<file path="config.mk">
export PLATFORM = sky130hd
export DESIGN_NAME = pe_comp_top
export DESIGN_NICKNAME = d
export VERILOG_FILES = /design/src/hw/pe_pkg.sv /design/src/hw/act_broadcast.sv /design/src/hw/act_queue.sv /design/src/hw/pe_comp_ctrl.sv /design/src/hw/pe_comp_top.sv
export VERILOG_INCLUDE_DIRS = /design/src /design/src/hw
export SDC_FILE = /design/constraint.sdc
export NUM_CORES = 1
export LEC_CHECK = 0
export BUFFER_PORTS_ARGS = -buffer_cell sky130_fd_sc_hd__clkbuf_2
export CORE_ASPECT_RATIO = 0.8
export CORE_MARGIN = 3
export CORE_UTILIZATION = 25
export CTS_CLUSTER_DIAMETER = 100
export DETAILED_ROUTE_END_ITERATION = 16
export GPL_TIMING_DRIVEN = 0
export PLACE_DENSITY = 0.42
export SETUP_SLACK_MARGIN = 0.02
export SLEW_MARGIN = 20
export SYNTH_ARGS = -nofsm -noshare
export SYNTH_HDL_FRONTEND = slang
export SYNTH_SLANG_ARGS = --single-unit
</file>
<file path="constraint.sdc">
create_clock -name clk -period 10 [get_ports clk]
set_clock_uncertainty 0.05 [all_clocks]
set_input_delay 2.5 -clock clk [delete_from_list [all_inputs] [get_ports clk]]
set_output_delay 2.5 -clock clk [all_outputs]
set_load 0.02 [all_outputs]
</file>
<file path="src/hw/pe_macros.svh">
// widths and depths of the sparse PE control path
// activation queue sizing and compute-enable codes
`ifndef PE_MACROS_SVH
`define PE_MACROS_SVH

// activation register file side
// slots per PE
`define PE_ACT_NO           16
`define ACT_ADDR_WIDTH      4
// wide enough for a count of 16
`define ACT_NO_WIDTH        5
`define PE_DATA_WIDTH       16

// datapath side, index 0 is the bias
`define PE_ADDR_WIDTH       5
`define W_MEM_ADDR_WIDTH    10
`define TRUNC_WIDTH         4
`define LAYER_NO_WIDTH      4

// activation queue
`define ACT_QUEUE_DEPTH     4
`define ACT_QUEUE_PTR_WIDTH 2
`define ACT_ENTRY_WIDTH     (`ACT_ADDR_WIDTH + `PE_DATA_WIDTH)

// compute enable codes
`define COMP_EN_IDLE        2'd0
`define COMP_EN_W           2'd1

`endif

</file>
<file path="src/hw/pe_pkg.sv">
// shared types of the PE control path
// controller states, compute enable, queue entry
`default_nettype none
`include "pe_macros.svh"

package pe_pkg;

  // controller FSM states
  typedef enum logic [1:0] {
    ST_IDLE,        // waiting for start_calc
    ST_BIAS,        // one bias op per output act
    ST_WEIGHT,      // weight ops from the queue
    ST_LAYER_SYNC   // wait for comp_done
  } ctrl_state_t;

  // compute enable toward the MAC array
  typedef enum logic [1:0] {
    COMP_IDLE = `COMP_EN_IDLE,
    COMP_W    = `COMP_EN_W
  } comp_en_t;

  // queue payload
  // an all-zero entry is the end packet
  typedef struct packed {
    logic [`ACT_ADDR_WIDTH-1:0] idx;    // input act slot
    logic [`PE_DATA_WIDTH-1:0]  value;  // read from the regfile
  } act_entry_t;

endpackage

`default_nettype wire

</file>
<file path="src/hw/act_broadcast.sv">
// activation broadcaster
// scans the nonzero mask, pushes index/value entries and the end packet
`timescale 1ns/100ps
`default_nettype none
`include "pe_macros.svh"

module act_broadcast
  import pe_pkg::*;
(
  input  logic                       clk,
  input  logic                       rst,
  input  logic                       start_broadcast,   // one-cycle pulse
  input  logic                       in_act_relu,
  input  logic [`PE_ACT_NO-1:0]      in_act_nz,
  input  logic [`PE_ACT_NO-1:0]      in_act_gz,
  input  logic [`ACT_NO_WIDTH-1:0]   in_act_no,         // scan limit
  output logic [`ACT_ADDR_WIDTH-1:0] in_act_read_addr,
  input  logic [`PE_DATA_WIDTH-1:0]  in_act_read_data,  // same-cycle return
  input  logic                       full,
  output logic                       push,
  output act_entry_t                 push_entry
);

  logic                       busy;          // scan in progress
  logic [`ACT_NO_WIDTH-1:0]   scan_start;    // search start of current cand
  logic [`ACT_NO_WIDTH-1:0]   search_start;
  logic [`PE_ACT_NO-1:0]      scan_mask;
  logic [`ACT_ADDR_WIDTH-1:0] lnzd_pos;
  logic                       lnzd_valid;
  logic [`ACT_ADDR_WIDTH-1:0] cand_pos;      // registered search result
  logic                       cand_valid;

  assign scan_mask = in_act_relu ? in_act_gz : in_act_nz;  // relu takes > 0

  // where the next search begins
  always_comb begin
    if (start_broadcast) begin
      search_start = '0;
    end else if (push && cand_valid) begin
      // step past the slot just pushed
      search_start = {{(`ACT_NO_WIDTH-`ACT_ADDR_WIDTH){1'b0}}, cand_pos} + 1'b1;
    end else begin
      search_start = scan_start;  // hold under back-pressure
    end
  end

  // ------------------------------------------------------------------------
  // leading nonzero within [search_start, in_act_no)
  // ------------------------------------------------------------------------
  always_comb begin
    lnzd_pos   = '0;
    lnzd_valid = 1'b0;
    for (int i = `PE_ACT_NO-1; i >= 0; i--) begin   // downward so lowest wins
      if (scan_mask[i] && (i >= search_start) && (i < in_act_no)) begin
        lnzd_pos   = i[`ACT_ADDR_WIDTH-1:0];
        lnzd_valid = 1'b1;
      end
    end
  end

  always_ff @(posedge clk or posedge rst) begin
    if (rst) begin
      busy       <= 1'b0;
      scan_start <= '0;
      cand_pos   <= '0;
      cand_valid <= 1'b0;
    end else begin
      scan_start <= search_start;
      cand_pos   <= lnzd_pos;    // cuts the search off the push path
      cand_valid <= lnzd_valid;
      if (start_broadcast) begin
        busy <= 1'b1;
      end else if (push && !cand_valid) begin
        busy <= 1'b0;            // end packet went out
      end
    end
  end

  assign push             = busy & ~full;
  assign in_act_read_addr = cand_pos;

  // candidate entry, or the end packet once nothing is left
  always_comb begin
    push_entry = '0;
    if (cand_valid) begin
      push_entry.idx   = cand_pos;
      push_entry.value = in_act_read_data;
    end
  end

endmodule

`default_nettype wire

</file>
<file path="src/hw/act_queue.sv">
// activation queue between broadcaster and controller
// circular buffer with empty, empty-next and full flags
`timescale 1ns/100ps
`default_nettype none
`include "pe_macros.svh"

module act_queue
  import pe_pkg::*;
(
  input  logic       clk,
  input  logic       rst,
  input  logic       push,
  input  act_entry_t push_entry,
  input  logic       pop,
  output act_entry_t head_entry,
  output logic       empty,
  output logic       empty_next,  // empty after this pop, no push
  output logic       full
);

  logic [`ACT_ENTRY_WIDTH-1:0]     mem [`ACT_QUEUE_DEPTH];
  logic [`ACT_QUEUE_PTR_WIDTH-1:0] wr_ptr;
  logic [`ACT_QUEUE_PTR_WIDTH-1:0] rd_ptr;
  logic [`ACT_QUEUE_PTR_WIDTH:0]   count;   // extra bit to reach depth

  // pointers wrap naturally, depth is a power of two
  always_ff @(posedge clk or posedge rst) begin
    if (rst) begin
      wr_ptr <= '0;
      rd_ptr <= '0;
      count  <= '0;
    end else begin
      if (push) begin
        wr_ptr <= wr_ptr + 1'b1;
      end
      if (pop) begin
        rd_ptr <= rd_ptr + 1'b1;
      end
      case ({push, pop})
        2'b10:   count <= count + 1'b1;
        2'b01:   count <= count - 1'b1;
        default: count <= count;  // none or both
      endcase
    end
  end

  // storage
  always_ff @(posedge clk) begin
    if (push) begin
      mem[wr_ptr] <= push_entry;
    end
  end

  assign head_entry = act_entry_t'(mem[rd_ptr]);  // visible a cycle after push
  assign empty      = (count == '0);
  assign full       = (count == `ACT_QUEUE_DEPTH);
  assign empty_next = (count == 1) & ~push;

  // broadcaster honours the full level
  a_no_push_full: assert property (@(posedge clk) disable iff (rst)
    push |-> !full);
  // controller only pops a valid head
  a_no_pop_empty: assert property (@(posedge clk) disable iff (rst)
    pop |-> !empty);

endmodule

`default_nettype wire

</file>
<file path="src/hw/pe_comp_ctrl.sv">
// computation controller of the PE
// bias, weight and layer-sync stages, registered datapath outputs
`timescale 1ns/100ps
`default_nettype none
`include "pe_macros.svh"

module pe_comp_ctrl
  import pe_pkg::*;
(
  input  logic                         clk,
  input  logic                         rst,
  input  logic                         start_calc,
  input  logic                         comp_done,
  input  logic [`LAYER_NO_WIDTH-1:0]   layer_no,      // total layers
  input  logic [`ACT_NO_WIDTH-1:0]     out_act_no,
  input  logic [`W_MEM_ADDR_WIDTH-1:0] w_mem_offset,
  input  logic [`TRUNC_WIDTH-1:0]      act_trunc,
  input  logic                         empty,
  input  logic                         empty_next,
  input  act_entry_t                   head_entry,
  output logic                         pop,
  output logic                         start_broadcast,
  output logic                         fin_comp,
  output logic                         out_act_clear,
  output logic                         act_regfile_dir,
  output logic [`LAYER_NO_WIDTH-1:0]   layer_idx,
  output comp_en_t                     comp_en,
  output logic [`PE_ADDR_WIDTH-1:0]    in_act_idx,
  output logic [`ACT_ADDR_WIDTH-1:0]   out_act_addr,
  output logic [`PE_DATA_WIDTH-1:0]    in_act_value,
  output logic [`W_MEM_ADDR_WIDTH-1:0] mem_offset,
  output logic [`TRUNC_WIDTH-1:0]      trunc_amount
);

  ctrl_state_t                   state;
  ctrl_state_t                   state_next;
  logic [`LAYER_NO_WIDTH-1:0]    layer_idx_next;
  logic                          dir_next;
  logic                          clear_next;
  logic                          start_next;
  logic [`ACT_NO_WIDTH-1:0]      out_act_cnt;     // output act being issued
  logic [`ACT_NO_WIDTH-1:0]      cnt_next;
  logic [`ACT_NO_WIDTH-1:0]      cnt_inc;
  logic                          cnt_last;
  // datapath d inputs
  comp_en_t                      comp_en_d;
  logic [`PE_ADDR_WIDTH-1:0]     in_act_idx_d;
  logic [`ACT_ADDR_WIDTH-1:0]    out_act_addr_d;
  logic [`PE_DATA_WIDTH-1:0]     in_act_value_d;
  logic [`W_MEM_ADDR_WIDTH-1:0]  mem_offset_d;
  logic [`TRUNC_WIDTH-1:0]       trunc_d;

  assign cnt_last = (out_act_cnt == out_act_no - 1'b1);   // never hit for 0
  assign cnt_inc  = cnt_last ? '0 : out_act_cnt + 1'b1;

  // ------------------------------------------------------------------------
  // next-state and operation decode
  // ------------------------------------------------------------------------
  always_comb begin
    state_next     = state;
    layer_idx_next = layer_idx;
    dir_next       = act_regfile_dir;
    cnt_next       = out_act_cnt;
    clear_next     = 1'b0;
    start_next     = 1'b0;
    pop            = 1'b0;
    fin_comp       = 1'b0;
    comp_en_d      = COMP_IDLE;
    in_act_idx_d   = '0;       // bias index and zero trunc by default
    out_act_addr_d = '0;
    in_act_value_d = '0;
    mem_offset_d   = '0;
    trunc_d        = '0;

    case (state)
      ST_IDLE: begin
        if (start_calc) begin
          state_next     = (out_act_no == '0) ? ST_WEIGHT : ST_BIAS;
          layer_idx_next = '0;
          cnt_next       = '0;
          clear_next     = 1'b1;
          start_next     = 1'b1;
        end
      end
      ST_BIAS: begin
        // bias op, value one
        comp_en_d      = COMP_W;
        in_act_value_d = {{(`PE_DATA_WIDTH-1){1'b0}}, 1'b1};
        out_act_addr_d = out_act_cnt[`ACT_ADDR_WIDTH-1:0];
        mem_offset_d   = w_mem_offset;
        cnt_next       = cnt_inc;
        if (cnt_last) begin
          state_next = ST_WEIGHT;
        end
      end
      ST_WEIGHT: begin
        if (!empty) begin
          if (head_entry != '0) begin
            if (out_act_no != '0) begin
              comp_en_d      = COMP_W;
              in_act_idx_d   = {{(`PE_ADDR_WIDTH-`ACT_ADDR_WIDTH){1'b0}},
                                head_entry.idx} + 1'b1;   // skip bias slot
              in_act_value_d = head_entry.value;
              out_act_addr_d = out_act_cnt[`ACT_ADDR_WIDTH-1:0];
              mem_offset_d   = w_mem_offset;
              trunc_d        = act_trunc;
              cnt_next       = cnt_inc;
            end
            pop = cnt_last || (out_act_no == '0);  // entry done
          end else begin
            // end packet
            pop            = 1'b1;
            fin_comp       = 1'b1;
            layer_idx_next = layer_idx + 1'b1;
            state_next     = ST_LAYER_SYNC;
          end
        end
      end
      ST_LAYER_SYNC: begin
        if (comp_done) begin
          if (layer_idx == layer_no) begin
            state_next = ST_IDLE;          // all layers done
          end else begin
            state_next = (out_act_no == '0) ? ST_WEIGHT : ST_BIAS;
            cnt_next   = '0;
            clear_next = 1'b1;
            start_next = 1'b1;
            dir_next   = ~act_regfile_dir; // outputs become next inputs
          end
        end
      end
      default: state_next = ST_IDLE;
    endcase
  end

  always_ff @(posedge clk or posedge rst) begin
    if (rst) begin
      state           <= ST_IDLE;
      layer_idx       <= '0;
      act_regfile_dir <= 1'b0;
      out_act_cnt     <= '0;
      out_act_clear   <= 1'b0;
      start_broadcast <= 1'b0;
      comp_en         <= COMP_IDLE;
    end else begin
      state           <= state_next;
      layer_idx       <= layer_idx_next;
      act_regfile_dir <= dir_next;
      out_act_cnt     <= cnt_next;
      out_act_clear   <= clear_next;
      start_broadcast <= start_next;
      comp_en         <= comp_en_d;
    end
  end

  // operands, qualified downstream by comp_en
  always_ff @(posedge clk) begin
    in_act_idx   <= in_act_idx_d;
    out_act_addr <= out_act_addr_d;
    in_act_value <= in_act_value_d;
    mem_offset   <= mem_offset_d;
    trunc_amount <= trunc_d;
  end

  // end packet must be the last entry the broadcaster queued
  a_fin_last: assert property (@(posedge clk) disable iff (rst)
    fin_comp |-> empty_next);
  a_comp_en_legal: assert property (@(posedge clk) disable iff (rst)
    comp_en inside {COMP_IDLE, COMP_W});

endmodule

`default_nettype wire

</file>
<file path="src/hw/pe_comp_top.sv">
// PE computation control top
// broadcaster, activation queue and controller
`timescale 1ns/100ps
`default_nettype none
`include "pe_macros.svh"

module pe_comp_top
  import pe_pkg::*;
(
  input  logic                         clk,
  input  logic                         rst,
  input  logic                         start_calc,
  input  logic                         comp_done,
  input  logic [`LAYER_NO_WIDTH-1:0]   layer_no,
  input  logic [`ACT_NO_WIDTH-1:0]     in_act_no,
  input  logic [`ACT_NO_WIDTH-1:0]     out_act_no,
  input  logic [`W_MEM_ADDR_WIDTH-1:0] w_mem_offset,
  input  logic [`TRUNC_WIDTH-1:0]      act_trunc,
  input  logic                         in_act_relu,
  input  logic [`PE_ACT_NO-1:0]        in_act_nz,
  input  logic [`PE_ACT_NO-1:0]        in_act_gz,
  output logic [`ACT_ADDR_WIDTH-1:0]   in_act_read_addr,
  input  logic [`PE_DATA_WIDTH-1:0]    in_act_read_data,
  output logic                         fin_comp,
  output logic                         out_act_clear,
  output logic                         act_regfile_dir,
  output logic [`LAYER_NO_WIDTH-1:0]   layer_idx,
  output comp_en_t                     comp_en,
  output logic [`PE_ADDR_WIDTH-1:0]    in_act_idx,
  output logic [`ACT_ADDR_WIDTH-1:0]   out_act_addr,
  output logic [`PE_DATA_WIDTH-1:0]    in_act_value,
  output logic [`W_MEM_ADDR_WIDTH-1:0] mem_offset,
  output logic [`TRUNC_WIDTH-1:0]      trunc_amount
);

  // ------------------------------------------------------------------------
  // internal links
  // ------------------------------------------------------------------------
  logic       start_broadcast;  // controller to broadcaster
  logic       push;
  logic       full;
  act_entry_t push_entry;
  logic       pop;
  logic       empty;
  logic       empty_next;
  act_entry_t head_entry;

  act_broadcast u_bcast (
    .clk, .rst, .start_broadcast, .in_act_relu, .in_act_nz, .in_act_gz,
    .in_act_no, .in_act_read_addr, .in_act_read_data,
    .full, .push, .push_entry
  );

  act_queue u_queue (
    .clk, .rst, .push, .push_entry, .pop,
    .head_entry, .empty, .empty_next, .full
  );

  pe_comp_ctrl u_ctrl (
    .clk, .rst, .start_calc, .comp_done, .layer_no, .out_act_no,
    .w_mem_offset, .act_trunc, .empty, .empty_next, .head_entry, .pop,
    .start_broadcast, .fin_comp, .out_act_clear, .act_regfile_dir,
    .layer_idx, .comp_en, .in_act_idx, .out_act_addr, .in_act_value,
    .mem_offset, .trunc_amount
  );

endmodule

`default_nettype wire

</file>
# Word level (Yosys, flattened, before mapping)
# Memory sizes are Yosys's and may differ from the RTL's.
# Index checks and enable logic that the tools add are counted.
# W data, S select, Z words.
# op_classes
addsub	9
n_lt_le_gt_ge	32
n_eq_ne	16
muxes	87
bitwise	7
reduce_logical	49
# op_table
cell	n
$mux W4	22
$mux W16	4
$mux W5	9
$ge A4 B5 Y1 const A	8
$lt A4 B5 Y1 const A	8
$logic_and A1 B1 Y1	34
$pmux W16 S2	1
$mux W1	30
$mux W10	3
$ge A3 B5 Y1 const A	4
$lt A3 B5 Y1 const A	4
$mux W20	1
$pmux W10 S2	1
$pmux W5 S4	1
$reduce_bool A20 Y1	1
$mux W2	9
$pmux W4 S2	2
$add A4 B1 Y5 const B	2
$ge A1 B5 Y1 const A	2
$ge A2 B5 Y1 const A	2
$lt A1 B5 Y1 const A	2
$lt A2 B5 Y1 const A	2
$ne A2 B2 Y1 const B	5
$pmux W2 S4	1
other kinds (29)	42
# totals
ff_bits	72
mem_bits_rw	80
inputBits	81
out_inout_bits	52
elab_cells	219
memories	1
# memory_table
name	depth	width	rd	rd_ports_with_merged_regs	wr	line_no	source
u_queue.mem	4	20	1	0	1	act_queue.sv:21	logic [`ACT_ENTRY_WIDTH-1:0] mem [`ACT_QUEUE_DEPTH];

# Depth between registers and ports, before layout
# Gate-level depths: netlist (run 1).
# depth
word_depth	25
ltp_mapped	15
ltp_nobuf	14

# Modules after synthesis
# From an unflattened synthesis (run 1), not the netlist that was laid out.
# unflattened
hier_cells	562
hier_area_um2	7189.4
# by_module_without_submodules
module	n_inst	cells_each	area_per_inst_um2	seq_area_each_um2
act_queue	1	147	3339.5	2577.5
pe_comp_ctrl	1	203	2219.6	1131.1
act_broadcast	1	212	1630.3	275.3

# Worst setup path before layout (run 1)
# Ideal clock, no wire load.
# synth_timing
kind	reg-to-output
startpoint	reg u_queue.rd_ptr[0]
endpoint	out fin_comp
arrival_ns	2.261
required_ns	7.450
setup_slack_ns	5.189
path_stages_with_launch	8
n_path_buf	1
cell_sequence	dfrtp_1 -> buf_4 -> mux4_2 -> inv_1 -> ha_1 -> nor4b_2 -> nand3_1 -> nor3_1
# synth_via
elab_chain_cells	5
# synth_rtl
item	line_no	source
start, declared	act_queue.sv:23	logic [`ACT_QUEUE_PTR_WIDTH-1:0] rd_ptr;
start signal, assigned	act_queue.sv:37	rd_ptr <= rd_ptr + 1'b1;
$mem_v2 Z4 W20	n/a	
$reduce_bool A20 Y1	pe_comp_ctrl.sv:98	if (head_entry != '0) begin
$mux W1	pe_comp_ctrl.sv:98	
$mux W1	pe_comp_ctrl.sv:97	if (!empty) begin
$mux W1	pe_comp_ctrl.sv:75	case (state)
end, declared	pe_comp_top.sv:24	output logic fin_comp,
# Every way passes these cells.

# Worst setup path after layout (run 1)
# layout_timing
startpoint	reg u_queue.rd_ptr[1]
endpoint	out fin_comp
# The elaborated chain is that of the path after synthesis.

==> impl_results.md, run 1 <==
* RSZ-0062 raised after global routing: false
* Hold_ws at around 430 ps
* Multi-input logic area at roughly 2800 um^2
* Mapped cell area at about 7000 um^2
* Count of final hold-check violations at 0
* Number of synthesized flops with an enable pin at 80
* Worst Path Arrival at between 3000 and 4000 ps
* Chip height at 155.4 um
* Initial antenna violation count at 0
* Hold Path Class: reg -> reg
* CTS buffer count at 17
* # rows at 54
* Tcrit/Tclk final at 0.5715
* Yosys top cell area share at 0.3442
* Tmin final at roughly 5700 ps
* DP Area at 8085 um^2
* Post-synth top area cell: edfxtp_1
* Top fanout value on the critical path at 10
* Status: finished, final reports clean
* Sequential cell area at between 3000 and 4000 um^2
* Final Instance Area at between 8000 and 9000 um^2
* Largest net degree at the start of global routing at 33
* Startpoint types: flop
* CP max stage cell: clkbuf_1
* Register area share after synthesis at 0.5708
* Crit path max-delay family: buffers and inverters
* Largest stage delay, worst path at a little under 600 ps
* Die area at 29970 um^2
* Hold_buf cts at 0
* Post-CTS Setup Bufs at 0
* Yosys Warn Count at 0
* Lkg Pwr at approximately 3.6 nW
* P_sw at 1.123 mW
* Synthesized net count at 660
* Worst VDD drop at roughly 0.1 mV
* Switching part of the total at 0.3926
* Slew Viols, Final at 0
* Total congestion overflow at 0
* Final #Nets at 808
* CTS clk-pin slew, worst paths at 60 ps
* Buf/Inv on CP at 3
* Yosys cell types at 64
* Ys async rst share at 0.2119
* PwrDens at between 300 and 400 nW/um^2
* F_max at between 150 and 200 MHz
* CTS-repair resized insts at 0
* Post-route setup TNS at 0 ps
* Crit path kind: reg -> out
* Core box area at about 27000 um^2
* # IOs at 133
* Main synth FF type: edfxtp_1
* Final core occ at 0.3172
* N_diodes at 0
* # clock sinks at between 150 and 200
* Most common cell in the synthesized netlist: edfxtp_1
* FF+latch count, synth at between 150 and 200
* Via count at ~5000
* Detailed Routing Iterations Pass 1 at 5
* Die width at between 150 and 200 um
* First-pass GRT wire length at 28600 um
* Int Pwr at roughly 1.7 mW
* Drt via density at 4.557
* Longest Clk Path Bufs at 2
* Post-route ant nets at 0
* WL/cell at about 17 um
* Max_slew headroom at 0.4642
* Nature of the critical path endpoint: output port
* Routability Congestion at around 0.83
* Post-Synthesis Cells at roughly 560
* Synth top area cells: edfxtp_1 34%, dfrtp_1 11%, dfxtp_1 11%
* CP Cell Sequence: clkbuf_1 -> mux4_2 -> inv_1 -> ha_1 -> nor4b_2 -> nand3_1 -> nor3_1 -> clkbuf_2
* Area grow syn2layout at 24.36%
* MaxCap Viol Count at 0
* Port-buffer cells at 129
* H-Tree Depth at 4
* Clk pwr share at 0.224
* Drt total wl at approximately 18000 um
* Effective utilization at floorplan at 0.2551
* Data required, critical path at 7450 ps
* Final setup fails at 0
* Combinational share of power at 0.420
* Final instance count without filler cells at roughly 1100
* Post-synth top cells: 80 x edfxtp_1, 41 x and2_1, 39 x dfxtp_1, 32 x dfrtp_1, 26 x nor2_1
* GRT Util Overall at 0.1237
* Mapped Avg Cell Area at ~12 um^2
* Clock root cell: clkbuf_16
* Fraction of layout cells with a size suffix above 1 at 0.2780
* Dpl cells at about 1100
* Detailed placement HPWL at roughly 14000 um
* Worst-Skew Late Latency at 420 ps
* Measured slew at the worst slew-check pin at between 700 and 800 ps
* Drt initial violations at 350
* Layout fillers at ~2800
* CTS tree: built
* Part of the power in registers at 0.356
* Number of global-route vias before repair at between 5000 and 6000
* DRC at 0
[worst reg2reg max path: stages (launching register included)]
cell and delay [ps]:
dfrtp_1 370, clkbuf_1 590, mux4_2 500, inv_1 100, ha_1 160, nor4b_2 200, nand3_1 240, nor2_4 240
nor3b_1 100, nor2_1 250, ha_1 240, inv_1 60, fa_1 370, xor2_1 150, nor2_1 110, xor2_1 150
[cells by family (layout without fill, tap and decap cells)]
family | count (synthesis) | in the layout | share of synthesized area
AOI/OAI and AO/OA | 94 | 94 | 0.09179
DFF | 151 | 151 | 0.5708
other | 1 | 1 | 0.0005373
adders and majority gates | 17 | 17 | 0.03155
and+or+nand+nor | 186 | 186 | 0.1495
buffers and inverters | 47 | 208 | 0.02778
xor gates and xnor gates | 21 | 21 | 0.02635
muxes | 45 | 45 | 0.1016
[worst paths after layout]
kind                            slack, ps                     end                    from  depth (start not counted)
min in group asynchronous            2140       u_ctrl.comp_en[0]                     rst                          2
worst max register to register       6050        u_queue.count[2]       u_queue.rd_ptr[1]                         15
worst min-delay path                  430  u_ctrl.act_regfile_dir  u_ctrl.act_regfile_dir                          1
worst max-delay path                 4290                fin_comp       u_queue.rd_ptr[1]                          8
max in group asynchronous            7260       u_queue.rd_ptr[1]                     rst                          2
worst min register to register        430  u_ctrl.act_regfile_dir  u_ctrl.act_regfile_dir                          1
[cells in the final DEF, fill, tap and decap left out, types with 12 or more instances in the layout]
cell	count
a21oi_1	18
and2_1	41
and3_1	21
clkbuf_1	18
clkbuf_16	17
clkbuf_2	130
dfrtp_1	32
dfxtp_1	39
edfxtp_1	80
ha_1	16
inv_1	22
mux2i_1	18
mux4_2	20
nand2_1	25
nand3_1	17
nor2_1	26
o21ai_0	14
xnor2_1	12
[registers in the layout, summed over array words and instances (netlist names), 3 cells and up]
register / count
u_queue.mem: 80
u_ctrl.in_act_value: 16
u_ctrl.mem_offset: 10
u_bcast.scan_start: 5
u_ctrl.in_act_idx: 5
u_ctrl.out_act_cnt: 5
u_bcast.in_act_read_addr: 4
u_ctrl.layer_idx: 4
u_ctrl.out_act_addr: 4
u_ctrl.trunc_amount: 4
u_queue.count: 3
[power groups by stage]
stage	logic [mW]	registers [mW]	clock network, mW
finish	1.20	1.02	0.641
global placement	1.21	1.03	0
detailed placement	1.21	1.03	0
CTS	1.22	1.02	0.656
floorplan	0.762	1.07	0
global route	1.34	1.04	0.685
[layout make-up]
cell class | instances | area share
Timing Repair Buffer | 129 | 0.07438
Multi-Input combinational cell | 364 | 0.3233
Tap cell | 364 | 0.05247
Clock inverter | 15 | 0.01946
Buffer | 24 | 0.01240
Clock buffer | 17 | 0.04901
Inverter | 23 | 0.009947
Sequential cell | 151 | 0.4590
[through the flow]
stage	power (mW)	worst slack, ps
6_report	2.861	4285
5_1_grt	3.064	4079
4_1_cts	2.897	4176
3_5_place_dp	2.244	4658
3_3_place_gp	2.231	4706
2_1_floorplan	1.833	5189
[per-layer routing]
metal  routed length (um)  GRT usage  vias up  share of wire
li1                     -          -     2390              -
met1                 8655     0.1732     2425           0.47
met2                 8404     0.1943      128           0.46
met3                 1130    0.02996       11          0.062
met4                  142    0.02774        0         0.0077
met5                    0          0        -              0
(Power assumes the default switching activity.)
==> run 2: changes to the inputs <==
--- a/config.mk
+++ b/config.mk
@@ -13,7 +13,7 @@
 export CTS_CLUSTER_DIAMETER = 100
 export DETAILED_ROUTE_END_ITERATION = 16
 export GPL_TIMING_DRIVEN = 0
-export PLACE_DENSITY = 0.42
+export PLACE_DENSITY = 0.44
 export SETUP_SLACK_MARGIN = 0.02
 export SLEW_MARGIN = 20
 export SYNTH_ARGS = -nofsm -noshare
==> constraint.sdc (replaced) <==
create_clock -name clk -period 4.8 [get_ports clk]
set_clock_uncertainty 0.05 [all_clocks]
set_input_delay 1.2 -clock clk [delete_from_list [all_inputs] [get_ports clk]]
set_output_delay 1.2 -clock clk [all_outputs]
set_load 0.02 [all_outputs]
==> impl_results.md, run 2 (same netlist as run 1, synthesis figures left out) <==
* Crit path max-delay family: buffers and inverters
* Detailed Routing Iterations Pass 1 at 4
* Final instance count without filler cells at 1087
* Setup WS pre-CTS at around 840 ps
* Commonest non-fill, non-tap cells in the layout: 130 x clkbuf_2, 80 x edfxtp_1, 41 x and2_1
* Final setup fails at 0
* Measured slew at the worst slew-check pin at around 1100 ps
* Startpoint types: flop
* Final worst slack at around 440 ps
* Post-route ant nets at 0
* Number of flip-flops in the largest register at 80
* Power, Total at ~6 mW
* Commonest non-fill, non-tap cell in the layout: clkbuf_2
* Buf/Inv on CP at 3
* Longest Clk Path Bufs at 2
* MaxCap Viol Count at 0
* Top fanout value on the critical path at 10
* Number of global-route vias before repair at 4866
* GRT Util Overall at 0.1185
* Max_slew headroom at 0.2933
* CTS tree: built
* Total congestion overflow at 0
* Tmin final at about 4400 ps
* CTS-repair resized insts at 0
* CTS buffer count at 17
* Core box area at 27360 um^2
* Drt initial violations at around 270
* Final core occ at 0.3180
* Tcrit/Tclk final at 0.9073
* Effective utilization at floorplan at 0.2551
* Top flop regs: u_queue.mem: 80 flops, u_ctrl.in_act_value: 16 flops, u_ctrl.mem_offset: 10 flops
* Port-buffer cells at ~130
* Biggest register: u_queue.mem
* # rows at 54
* F_max at 229.6 MHz
* Die width at slightly below 200 um
* DRC at 0
* Area grow syn2layout at 24.67%
* # IOs at 133
* Worst Path Arrival at between 3000 and 4000 ps
* PwrDens at around 690 nW/um^2
* Die area at 29970 um^2
* Hold_buf cts at 0
* Clock root cell: clkbuf_16
* Status: finished, final reports clean
* N_diodes at 0
* Count of final hold-check violations at 0
* Dpl cells at between 1000 and 1500
* Initial antenna violation count at 0
* Largest net degree at the start of global routing at 33
* Slew Viols, Final at 0
* CP max stage cell: clkbuf_1
* Chip height at approximately 160 um
* Drt total wl at 17680 um
* H-Tree Depth at 4
* Crit path kind: reg -> out
* CTS clk-pin slew, worst paths at 60 ps
* Largest stage delay, worst path at between 500 and 600 ps
* Lkg Pwr at approximately 3.6 nW
* Nature of the critical path endpoint: output port
* Drt via density at 4.485
* Data required, critical path at ~3600 ps
* Detailed placement HPWL at ~13000 um
* CP Cell Sequence: clkbuf_1 -> mux4_2 -> inv_1 -> ha_1 -> nor4b_2 -> nand3_1 -> nor3_1 -> clkbuf_2
* Post-route setup TNS at 0 ps
* First-pass GRT wire length at 27100 um
* Routability Congestion at 0.8476
* Post-CTS Setup Bufs at 0
* Hold Path Class: reg -> reg
* Final #Nets at 808
* Fraction of layout cells with a size suffix above 1 at 0.2752
* Worst VDD drop at between 0.2 and 0.3 mV
* Via count at just under 5000
* Worst-Skew Late Latency at between 400 and 500 ps
* # clock sinks at ~150
* RSZ-0062 raised after global routing: false
* WL/cell at 16.27 um
run 2: per-stage QoR:
stage               hold WS, ps  cell area [um^2]
floorplan                 407.7              6979
global placement          413.2              8080
detailed placement        421.4              8084
CTS                       429.4              8701
global route              443.5              8701
finish                    426.5              8701
run 2: power by group:
group | switching, mW | total [mW] | internal (mW)
logic | 1.55 | 2.47 | 0.925
clock network | 0.561 | 1.40 | 0.835
registers | 0.203 | 2.12 | 1.92
run 2: metal layers:
| metal | track usage | up-vias | wire length [um] |
|---|---|---|---|
| li1 | - | 2393 | - |
| met5 | 0 | - | 0 |
| met4 | 0.03121 | 0 | 197 |
| met2 | 0.1784 | 130 | 7774 |
| met3 | 0.02816 | 16 | 1056 |
| met1 | 0.1710 | 2336 | 8654 |
run 2: path summary, 6_finish.rpt:
| path | start | endpoint | slack (ps) | cells past startpoint |
|---|---|---|---|---|
| max | u_queue.rd_ptr[1] | fin_comp | 440 | 8 |
| min | u_ctrl.act_regfile_dir | u_ctrl.act_regfile_dir | 430 | 1 |
| max reg2reg | u_queue.rd_ptr[1] | u_queue.count[2] | 920 | 15 |
| min reg2reg | u_ctrl.act_regfile_dir | u_ctrl.act_regfile_dir | 430 | 1 |
| max in group asynchronous | rst | u_ctrl.state[1] | 3400 | 2 |
| min in group asynchronous | rst | u_ctrl.comp_en[0] | 830 | 2 |
run 2: layout make-up:
type / count / area, um^2
inverters: 23 / 86.33
plain buffers: 24 / 107.6
repair buffers: 129 / 645.6
clock inverters: 14 / 187.7
multi-input cells: 364 / 2805
clock buffers: 18 / 429.2
flip-flops and latches: 151 / 3984
well taps: 364 / 455.4
fillers: 2781 / 18660
run 2: worst register-to-register path, cell delays in order (launching register included):
cell and delay [ps]:
dfrtp_1 370, clkbuf_1 550, mux4_2 500, inv_1 90, ha_1 150, nor4b_2 190, nand3_1 230, nor2_4 230
nor3b_1 100, nor2_1 270, ha_1 240, inv_1 60, fa_1 370, xor2_1 150, nor2_1 110, xor2_1 160
